File: config.mk
export PLATFORM = sky130hd
export DESIGN_NAME = ibuf_top
export DESIGN_NICKNAME = d
export VERILOG_FILES = /design/src/ibuf_pkg.sv /design/src/decode_if.sv /design/src/ibuffer_if.sv /design/src/elastic_buffer.sv /design/src/uop_sequencer.sv /design/src/instr_buffer.sv /design/src/ibuf_top.sv
export VERILOG_INCLUDE_DIRS = /design/src
export SDC_FILE = /design/constraint.sdc
export NUM_CORES = 1
export LEC_CHECK = 0
export BUFFER_PORTS_ARGS = -buffer_cell sky130_fd_sc_hd__buf_2
export CORE_UTILIZATION = 59
export CTS_CLUSTER_SIZE = 16
export DETAILED_ROUTE_END_ITERATION = 8
export MAX_ROUTING_LAYER = met4
export PLACE_DENSITY = 0.78
export SYNTH_ARGS = -nofsm -noshare
export SYNTH_HDL_FRONTEND = slang
export SYNTH_SLANG_ARGS = --single-unit
File: constraint.sdc
create_clock -name clk -period 6.5 [get_ports clk]
set_clock_uncertainty 0.05 [all_clocks]
set_input_delay 0.975 -clock clk [delete_from_list [all_inputs] [get_ports clk]]
set_output_delay 0.975 -clock clk [all_outputs]
set_load 0.02 [all_outputs]
File: src/ibuf_settings.svh
////////////////////
// instruction buffer sizing: warp count, queue depth and field widths
////////////////////

`ifndef IBUF_SETTINGS_SVH
`define IBUF_SETTINGS_SVH

// number of warps sharing the buffer stage
`define IBUF_NUM_WARPS 4

// warp id width, must cover IBUF_NUM_WARPS
`define IBUF_WID_W 2

// queue entries held per warp, counting the output register
`define IBUF_DEPTH 2

// register index width for rd, rs1 and rs2
`define IBUF_REG_W 5

// width of the decode stall counter
`define IBUF_PERF_W 16

`endif

File: src/ibuf_pkg.sv
////////////////////
// instruction buffer types: unit and micro-op encodings, instruction words
////////////////////

`default_nettype none

`include "ibuf_settings.svh"

package ibuf_pkg;

    // execution unit that will consume the instruction
    typedef enum logic [1:0] {
        EX_ALU    = 2'd0,
        EX_LSU    = 2'd1,
        EX_SFU    = 2'd2,
        EX_BRANCH = 2'd3
    } ex_type_e;

    // position of a micro-op within its parent instruction
    typedef enum logic [1:0] {
        UOP_SINGLE  = 2'd0,
        UOP_PAIR_LO = 2'd1,
        UOP_PAIR_HI = 2'd2
    } uop_e;

    typedef struct packed {
        logic [15:0]            uuid;
        logic [31:0]            pc;
        ex_type_e               ex_type;
        logic [3:0]             op_type;
        logic                   paired;
        logic                   wb;
        logic [`IBUF_REG_W-1:0] rd;
        logic [`IBUF_REG_W-1:0] rs1;
        logic [`IBUF_REG_W-1:0] rs2;
    } instr_t;

    // word handed to the scheduler
    typedef struct packed {
        instr_t instr;
        uop_e   uop;
    } uop_t;

endpackage

`default_nettype wire

File: src/decode_if.sv
////////////////////
// decode to buffer link: instruction stream plus per-warp pop pulses
////////////////////

`timescale 1ns/100ps
`default_nettype none

`include "ibuf_settings.svh"

interface decode_if;

    logic                      valid;
    logic                      ready;
    logic [`IBUF_WID_W-1:0]    wid;
    ibuf_pkg::instr_t          data;
    // one pulse per instruction leaving a warp queue, used by fetch for credits
    logic [`IBUF_NUM_WARPS-1:0] pop;

    modport master (output valid, output wid, output data, input ready, input pop);

    modport slave (input valid, input wid, input data, output ready, output pop);

endinterface

`default_nettype wire

File: src/ibuffer_if.sv
////////////////////
// one warp's micro-op stream toward the scheduler
////////////////////

`timescale 1ns/100ps
`default_nettype none

interface ibuffer_if;

    logic             valid;
    logic             ready;
    ibuf_pkg::uop_t   data;
    // marks the final micro-op of an instruction
    logic             last;

    modport master (output valid, output data, output last, input ready);

    modport slave (input valid, input data, input last, output ready);

endinterface

`default_nettype wire

File: src/elastic_buffer.sv
////////////////////
// elastic buffer: circular FIFO whose head sits in an output register
////////////////////

`timescale 1ns/100ps
`default_nettype none

module elastic_buffer #(
    parameter int DATAW = 8,
    parameter int DEPTH = 2
) (
    input  wire              clk,
    input  wire              reset,
    input  wire              valid_in,
    input  wire [DATAW-1:0]  data_in,
    output logic             ready_in,
    output logic             valid_out,
    output logic [DATAW-1:0] data_out,
    input  wire              ready_out
);

    localparam int ADDR_W = (DEPTH > 1) ? $clog2(DEPTH) : 1;
    localparam int CNT_W  = $clog2(DEPTH + 1);

    // storage keeps every held entry, the head is also mirrored in data_q
    logic [DATAW-1:0]  mem [DEPTH];
    logic [ADDR_W-1:0] wr_ptr;
    logic [ADDR_W-1:0] rd_ptr;
    logic [CNT_W-1:0]  count;
    logic [CNT_W-1:0]  count_nxt;
    logic              valid_q;
    logic [DATAW-1:0]  data_q;
    logic              push;
    logic              pop;

    function automatic logic [ADDR_W-1:0] ptr_inc(input logic [ADDR_W-1:0] ptr);
        if (ptr == ADDR_W'(DEPTH - 1)) begin
            return '0;
        end
        return ptr + 1'b1;
    endfunction

    // space is judged on occupancy alone, so ready_in never waits on ready_out
    assign ready_in  = (count < CNT_W'(DEPTH));
    assign push      = valid_in && ready_in;
    assign pop       = valid_q && ready_out;
    assign valid_out = valid_q;
    assign data_out  = data_q;

    always_comb begin
        count_nxt = count;
        if (push && !pop) begin
            count_nxt = count + 1'b1;
        end else if (pop && !push) begin
            count_nxt = count - 1'b1;
        end
    end

    always_ff @(posedge clk) begin
        if (reset) begin
            wr_ptr  <= '0;
            rd_ptr  <= '0;
            count   <= '0;
            valid_q <= 1'b0;
        end else begin
            if (push) begin
                wr_ptr <= ptr_inc(wr_ptr);
            end
            if (pop) begin
                rd_ptr <= ptr_inc(rd_ptr);
            end
            count   <= count_nxt;
            valid_q <= (count_nxt != '0);
        end
    end

    always_ff @(posedge clk) begin
        if (push) begin
            mem[wr_ptr] <= data_in;
        end
        // the next head comes from storage, or straight from the input when none is left
        if (pop && count > CNT_W'(1)) begin
            data_q <= mem[ptr_inc(rd_ptr)];
        end else if ((pop || count == '0) && push) begin
            data_q <= data_in;
        end
    end

endmodule

`default_nettype wire

File: src/uop_sequencer.sv
////////////////////
// micro-op sequencer: splits paired instructions into two micro-ops
////////////////////

`timescale 1ns/100ps
`default_nettype none

`include "ibuf_settings.svh"

module uop_sequencer (
    input  wire        clk,
    input  wire        reset,
    ibuffer_if.slave   input_if,
    ibuffer_if.master  output_if
);

    typedef enum logic {
        ST_FIRST  = 1'b0,
        ST_SECOND = 1'b1
    } state_e;

    state_e           state;
    ibuf_pkg::instr_t in_instr;
    ibuf_pkg::instr_t hi_instr;
    ibuf_pkg::uop_t   out_uop;
    logic             out_last;
    logic             out_fire;

    assign in_instr = input_if.data.instr;

    // the high half works on the next register of each operand
    always_comb begin
        hi_instr      = in_instr;
        hi_instr.uuid = in_instr.uuid + 16'd1;
        hi_instr.rd   = in_instr.rd + `IBUF_REG_W'(1);
        hi_instr.rs1  = in_instr.rs1 + `IBUF_REG_W'(1);
        hi_instr.rs2  = in_instr.rs2 + `IBUF_REG_W'(1);
    end

    always_comb begin
        if (!in_instr.paired) begin
            out_uop.instr = in_instr;
            out_uop.uop   = ibuf_pkg::UOP_SINGLE;
            out_last      = 1'b1;
        end else if (state == ST_FIRST) begin
            out_uop.instr = in_instr;
            out_uop.uop   = ibuf_pkg::UOP_PAIR_LO;
            out_last      = 1'b0;
        end else begin
            out_uop.instr = hi_instr;
            out_uop.uop   = ibuf_pkg::UOP_PAIR_HI;
            out_last      = 1'b1;
        end
    end

    assign output_if.valid = input_if.valid;
    assign output_if.data  = out_uop;
    assign output_if.last  = out_last;

    // the queue entry is released only together with the final micro-op
    assign input_if.ready  = output_if.ready && out_last;

    assign out_fire = output_if.valid && output_if.ready;

    always_ff @(posedge clk) begin
        if (reset) begin
            state <= ST_FIRST;
        end else if (out_fire && in_instr.paired) begin
            state <= (state == ST_FIRST) ? ST_SECOND : ST_FIRST;
        end
    end

endmodule

`default_nettype wire

File: src/instr_buffer.sv
////////////////////
// instruction buffer: per-warp queues and sequencers behind one decode port
////////////////////

`timescale 1ns/100ps
`default_nettype none

`include "ibuf_settings.svh"

module instr_buffer (
    input  wire                    clk,
    input  wire                    reset,
    decode_if.slave                decode_if,
    ibuffer_if.master              ibuffer_if [`IBUF_NUM_WARPS],
    output logic [`IBUF_PERF_W-1:0] stall_count
);

    localparam int INSTR_W = $bits(ibuf_pkg::instr_t);

    wire  [`IBUF_NUM_WARPS-1:0] queue_ready;
    wire  [`IBUF_NUM_WARPS-1:0] queue_pop;
    logic                       dec_stall;

    // decode sees only the space left in the queue it is addressing
    assign decode_if.ready = queue_ready[decode_if.wid];
    assign decode_if.pop   = queue_pop;

    for (genvar w = 0; w < `IBUF_NUM_WARPS; w++) begin : g_warp
        ibuffer_if        seq_if ();
        ibuf_pkg::instr_t q_data;

        elastic_buffer #(
            .DATAW (INSTR_W),
            .DEPTH (`IBUF_DEPTH)
        ) queue (
            .clk       (clk),
            .reset     (reset),
            .valid_in  (decode_if.valid && (decode_if.wid == `IBUF_WID_W'(w))),
            .data_in   (decode_if.data),
            .ready_in  (queue_ready[w]),
            .valid_out (seq_if.valid),
            .data_out  (q_data),
            .ready_out (seq_if.ready)
        );

        // the sequencer assigns the real micro-op tag, last has no meaning here
        assign seq_if.data = '{instr: q_data, uop: ibuf_pkg::UOP_SINGLE};
        assign seq_if.last = 1'b1;

        assign queue_pop[w] = seq_if.valid && seq_if.ready;

        uop_sequencer seq (
            .clk       (clk),
            .reset     (reset),
            .input_if  (seq_if),
            .output_if (ibuffer_if[w])
        );
    end

    // cycles where decode has an instruction but its warp queue is full
    assign dec_stall = decode_if.valid && !decode_if.ready;

    always_ff @(posedge clk) begin
        if (reset) begin
            stall_count <= '0;
        end else begin
            stall_count <= stall_count + `IBUF_PERF_W'(dec_stall);
        end
    end

endmodule

`default_nettype wire

File: src/ibuf_top.sv
////////////////////
// instruction buffer top: plain ports wrapped onto the internal interfaces
////////////////////

`timescale 1ns/100ps
`default_nettype none

`include "ibuf_settings.svh"

module ibuf_top (
    input  wire                                        clk,
    input  wire                                        reset,
    input  wire                                        dec_valid,
    input  wire [`IBUF_WID_W-1:0]                      dec_wid,
    input  wire ibuf_pkg::instr_t                      dec_data,
    output logic                                       dec_ready,
    output logic [`IBUF_NUM_WARPS-1:0]                 dec_pop,
    output logic [`IBUF_NUM_WARPS-1:0]                 out_valid,
    output ibuf_pkg::uop_t [`IBUF_NUM_WARPS-1:0]       out_data,
    output logic [`IBUF_NUM_WARPS-1:0]                 out_last,
    input  wire  [`IBUF_NUM_WARPS-1:0]                 out_ready,
    output logic [`IBUF_PERF_W-1:0]                    stall_count
);

    decode_if  dec_if ();
    ibuffer_if out_if [`IBUF_NUM_WARPS] ();

    assign dec_if.valid = dec_valid;
    assign dec_if.wid   = dec_wid;
    assign dec_if.data  = dec_data;
    assign dec_ready    = dec_if.ready;
    assign dec_pop      = dec_if.pop;

    // one scheduler-facing stream per warp
    for (genvar w = 0; w < `IBUF_NUM_WARPS; w++) begin : g_out
        assign out_valid[w]    = out_if[w].valid;
        assign out_data[w]     = out_if[w].data;
        assign out_last[w]     = out_if[w].last;
        assign out_if[w].ready = out_ready[w];
    end

    instr_buffer ibuf (
        .clk         (clk),
        .reset       (reset),
        .decode_if   (dec_if),
        .ibuffer_if  (out_if),
        .stall_count (stall_count)
    );

endmodule

`default_nettype wire

# Yosys cells after proc, flatten, opt, wreduce, memory -nomap -nowiden
# Memory sizes are Yosys's and may differ from the RTL's.
# Index checks and enable logic that the tools add are counted.
[totals]
regBits = 324
ramBits = 568
in_bits = 80
output_inout_bits = 321
n_memories = 4
[memory_table]
columns = ["memory", "depth", "word_bits", "read_ports", "rd_ports_with_merged_regs", "write_ports", "line_no", "rtl"]
rows = [
  ["ibuf.g_warp[0].queue.mem", 2, 71, 1, 0, 1, "elastic_buffer.sv:26", "logic [DATAW-1:0] mem [DEPTH];"],
  ["ibuf.g_warp[1].queue.mem", 2, 71, 1, 0, 1, "elastic_buffer.sv:26", ""],
  ["ibuf.g_warp[2].queue.mem", 2, 71, 1, 0, 1, "elastic_buffer.sv:26", ""],
  ["ibuf.g_warp[3].queue.mem", 2, 71, 1, 0, 1, "elastic_buffer.sv:26", ""],
]
[op_classes]
addsub = 33
n_lt_le_gt_ge = 9
eq_ne = 3
n_mux = 98
reduce_logical = 67
[op_table]
columns = ["cell", "n"]
rows = [
  ["$mux W73", 8],
  ["$mux W71", 8],
  ["$mux W1", 73],
  ["$add A16 B1 Y16 const B", 4],
  ["$add A5 B1 Y5 const B", 12],
  ["$logic_and A1 B1 Y1", 41],
  ["$add A16 B1 Y16", 1],
  ["$mux W2", 8],
  ["$reduce_bool A2 Y1", 8],
  ["$logic_not A2 Y1", 5],
  ["$logic_not A1 Y1", 9],
  ["$add A1 B1 Y1 const B", 8],
  ["$add A2 B1 Y2 const B", 4],
  ["$gt A2 B1 Y1 const B", 4],
  ["$lt A2 B2 Y1 const B", 4],
  ["$sub A2 B1 Y2 const B", 4],
  ["$eq A2 B2 Y1 const B", 2],
  ["$logic_or A1 B1 Y1", 4],
  ["$lt A2 B3 Y1 const B", 1],
  ["$bmux W1 S2", 1],
  ["$eq A2 B1 Y1 const B", 1],
]

# Depth between registers and ports, before layout
# An unclocked memory read counts as a cell.
[logic_depth]
depth_word = 10
ltp_mapped = 8
mapped_depth_nobuf = 8

# Hierarchy
# From an unflattened synthesis, not the netlist that was laid out.
[hier_totals]
cells_unflattened = 2552
hier_area_um2 = 37317.0
[modules_own_cells]
columns = ["module", "n_inst", "cells_per_inst", "area_per_inst_um2"]
rows = [
  ["elastic_buffer (ibuf.g_warp[0].queue ...)", 2, 484, 8169.1],
  ["elastic_buffer (ibuf.g_warp[2].queue)", 1, 481, 8211.6],
  ["elastic_buffer (ibuf.g_warp[3].queue)", 1, 484, 8182.8],
  ["uop_sequencer (ibuf.g_warp[0].seq ...)", 3, 132, 924.6],
  ["uop_sequencer (ibuf.g_warp[3].seq)", 1, 122, 919.6],
  ["instr_buffer", 1, 93, 830.8],
  ["ibuf_top", 1, 8, 60.1],
]

# Least setup slack after synthesis
# No wires, ideal clock.
[synth_timing]
path_type = "input -> register"
start = "input dec_wid[0]"
end = "register ibuf.g_warp[3].queue.data_q[0] (enable)"
setup_time_ns = 0.515
arrival_ns = 4.902
required_ns = 5.935
slack_ns = 1.033
path_stages = 3
n_path_buf = 1
path_cell_list = "clkbuf_1 > nand4b_1 > o21bai_1"
[synth_via]
elab_chain_cells = 5
[synth_lines]
columns = ["element", "line_no", "rtl"]
rows = [
  ["from (decl)", "ibuf_top.sv:14", "input wire [`IBUF_WID_W-1:0] dec_wid,"],
  ["$eq A2 B2 Y1", "instr_buffer.sv:38", ".valid_in (decode_if.valid && (decode_if.wid == `IBUF_WID_W'(w))),"],
  ["$logic_and A1 B1 Y1", "instr_buffer.sv:38", ""],
  ["$logic_and A1 B1 Y1", "elastic_buffer.sv:45", "assign push = valid_in && ready_in;"],
  ["$logic_and A1 B1 Y1", "elastic_buffer.sv:84", "end else if ((pop || count == '0) && push) begin"],
  ["$reduce_bool A2 Y1 (no line)", "-", ""],
  ["to (signal assigned)", "elastic_buffer.sv:83", "data_q <= mem[ptr_inc(rd_ptr)];"],
  ["to (signal assigned)", "elastic_buffer.sv:85", "data_q <= data_in;"],
  ["to (decl)", "elastic_buffer.sv:32", "logic [DATAW-1:0] data_q;"],
]
# Every way passes these cells.
# A chain may end at the register's enable or synchronous reset.

==> flow_metrics.env <==
export IMPL_status="finished clean"
export IMPL_critPathMaxFanout=17
export IMPL_drc=0
export IMPL_cpMaxStageDelayCell="clkinv_1"
export IMPL_yosys_warnings=0
export IMPL_path_class="reg2out"
export IMPL_path_clk_slew_ps=60
export IMPL_seqPwrFrac_pct=54.4
export IMPL_drt_iter0_markers=1883
export IMPL_critPathTopFamily="simple AND/OR/NAND/NOR gates"
export IMPL_overflow=0
export IMPL_nNetsFinal=2871
export IMPL_grt_max_degree=107
export IMPL_die_h_um=252.0
export IMPL_core_um2=61710
export IMPL_wl_per_cell_um=22.77
export IMPL_cts_tree="built"
export IMPL_worstPathArrival_ps=3320
export IMPL_first_global_vias=20670
export IMPL_clock_fmax_ghz=0.2299
export IMPL_p_clk_share_pct=39.8
export IMPL_synth_top_cell_by_area="edfxtp_1"
export IMPL_die_w_um=252.0
export IMPL_cp_start_kind="flop"
export IMPL_numCtsBuffers=87
export IMPL_ant_nets=0
export IMPL_vias=21020
export IMPL_syn_inst=2524
export IMPL_viasPerCell=5.724
export IMPL_cpPeakStageDelay_ps=780
export IMPL_combPwrFrac_pct=5.8
export IMPL_hold_buffers=0
export IMPL_hp_class="reg2reg"
export IMPL_numClockSinks=892
export IMPL_slew_viol_final=0
export IMPL_port_buffers=400
export IMPL_start_util_pct=59.74
export IMPL_fillers=4233
export IMPL_drv_cap=0
export IMPL_swShare_pct=21.80
export IMPL_first_pass_iters=6
export IMPL_syn_avg_cell_area_um2=14.61
export IMPL_crit_chain="nand2_1, clkinv_1, nand2_1, or3_1, xnor2_1, buf_2"
export IMPL_drt_wl_total_um=83620
export IMPL_fin_setup_tns_ps=0
export IMPL_worst_slack_ps=2151
export IMPL_internal_power_uw=9452
export IMPL_ys_ff_latch=892
export IMPL_synth_edff_count=852
export IMPL_synth_cell_types=38
export IMPL_crit_buf_inv=2
export IMPL_powerDensity_nw_per_um2=293.3
export IMPL_grt_setup_unrepaired="no"
export IMPL_grt_usage_pct=26.92
export IMPL_async_reset_ff_share_pct=0
export IMPL_endpoint_kind="output pin"
export IMPL_die_area_um2=63490
export IMPL_tightest_slew_ps=1232
export IMPL_syn_area_um2=36870
export IMPL_p_leak_uw=0.01388
export IMPL_hold_viol_final=0
export IMPL_pre_cts_ws_ps=2694
export IMPL_dp_hpwl_um=52990
export IMPL_path_common_cell="nand2_1"
export IMPL_postCtsResizedCells=0
export IMPL_antenna_found_initial=1
export IMPL_cts_path_max_buffers=3
export IMPL_synth_seq_area_share_pct=71.57
export IMPL_insertion_delay_ps=630
export IMPL_cts_max_level=3
export IMPL_max_vdd_ir_drop_v=0.0003258
export IMPL_dp_cells=3513
export IMPL_place_area_um2=38490
export IMPL_cp_required_ps=5470
export IMPL_root_buffer="clkbuf_16"
export IMPL_ys_top_cells_by_area="edfxtp_1 69%, mux2i_1 7.7%, a21oi_1 3.9%, buf_4 3.5%, nor2_1 3.5%"
export IMPL_netlist_area_leader_share_pct=69.40
export IMPL_synthTopCellsByCount="852 x edfxtp_1, 343 x nor2_1, 287 x a21oi_1"
export IMPL_design_area_um2=41210
export IMPL_final_period_utilization_pct=66.91
export IMPL_setup_viol=0
export IMPL_syn_nets=2630
export IMPL_final_cells=3672
export IMPL_fin_crit_ps=4349
export IMPL_postCtsSetupRepairBufs=0
export IMPL_grt_pass1_wl_um=123600
export IMPL_area_delta_synth_final_pct=11.79
export IMPL_drive_above_1_share_pct=20.43
export IMPL_p_sw_uw=2635
export IMPL_maxSlewHeadroom_pct=17.90
export IMPL_gp_congestion=0.9087
export IMPL_num_rows=91
export IMPL_reg2reg_slack_ps=3240
export IMPL_io_pins=401
export IMPL_synth_most_common_cell="edfxtp_1"
export IMPL_synth_main_ff_cell="edfxtp_1"
[cells by family (layout without fill, tap and decap cells)]
group                      Yosys count  after routing  share of synthesized area (%)
adders and majority gates           26             26                         0.8824
DFF                                892            892                          71.57
AOI/OAI and AO/OA                  302            302                          4.161
muxes                              293            293                          8.139
xor gates and xnor gates           140            140                          3.326
other                                0              1                              0
buffers and inverters              298            608                          4.921
and+or+nand+nor                    573            573                          6.998
[layer usage]
metal | vias to the layer above | routed length, µm | track usage (%)
met4 | 0 | 2376 | 9.195
li1 | 9606 | - | -
met3 | 151 | 6772 | 5.045
met1 | 10340 | 32990 | 33.93
met5 | - | 0 | -
met2 | 926 | 41480 | 44.07
[stage by stage]
stage | hold WS, ps | power [µW] | utilization [%]
floorplan | 448.3 | 7134 | -
global placement | 419.2 | 7363 | 62.37
detailed placement | 449.5 | 7396 | 62.37
CTS | 457.8 | 12160 | 66.78
global route | 475.4 | 12420 | 66.78
finish | 448.6 | 12090 | 66.78
[cells in the final DEF (no fill, tap or decap), types with 5 or more instances in the layout]
cell,synthesis,layout
inv_1,17,17
buf_4,172,28
buf_2,40,400
a21oi_1,287,287
nor3_1,15,15
xor2_1,36,36
nor2_1,343,339
and4_1,7,7
clkbuf_1,48,23
mux2i_1,284,284
bufinv_16,0,5
xnor2_1,104,104
clkinv_2,0,9
dfxtp_1,40,36
edfxtp_1,852,852
mux4_2,5,5
nand3_1,28,28
o21ai_0,8,8
clkbuf_16,0,90
and3_1,12,12
nand4_1,49,49
and2_1,8,6
ha_1,26,26
nand2_1,82,82
clkinv_1,1,21
[flip-flops by register name, summed over array words and instances (netlist names)]
signal	count
ibuf.g_warp.queue.count	8
ibuf.g_warp.queue.data_out	284
ibuf.g_warp.queue.mem	568
ibuf.g_warp.queue.rd_ptr	4
ibuf.g_warp.queue.valid_out	4
ibuf.g_warp.queue.wr_ptr	4
ibuf.g_warp.seq.state	4
ibuf.stall_count	16
[worst paths after layout]
| kind | from | endpoint | cells past startpoint |
|---|---|---|---|
| worst min-delay path | ibuf.stall_count[15] | ibuf.stall_count[15] | 2 |
| worst max register to register | ibuf.g_warp[1].queue.count[1] | ibuf.g_warp[1].queue.data_out[2] | 6 |
| worst max-delay path | ibuf.g_warp[3].queue.data_out[16] | out_data[282] | 6 |
| worst min register to register | ibuf.stall_count[15] | ibuf.stall_count[15] | 2 |
[tightest hold or removal path: cells and delay by family (launching register included)]
family	cells	cell delay, ps
flip-flops	1	320
AO/OA/AOI/OAI	2	130
[cell type report]
cell class,instances,area (µm²),area share [%]
well taps,837,1047,2.541
multi-input cells,1334,8750,21.23
repair buffers,428,2212,5.368
clock buffers,114,2352,5.708
inverters,22,82.58,0.2004
diodes,1,2.502,0.006072
clock inverters,44,365.4,0.8865
flip-flops and latches,892,26400,64.06
[power by group through the flow]
stage	Combinational (µW)	Clock [µW]	Sequential, µW
floorplan	473	0	6660
global placement	674	0	6690
detailed placement	700	0	6700
CTS	704	4870	6580
global route	755	5080	6590
finish	702	4810	6580
Power figures use the tool's default switching activity.
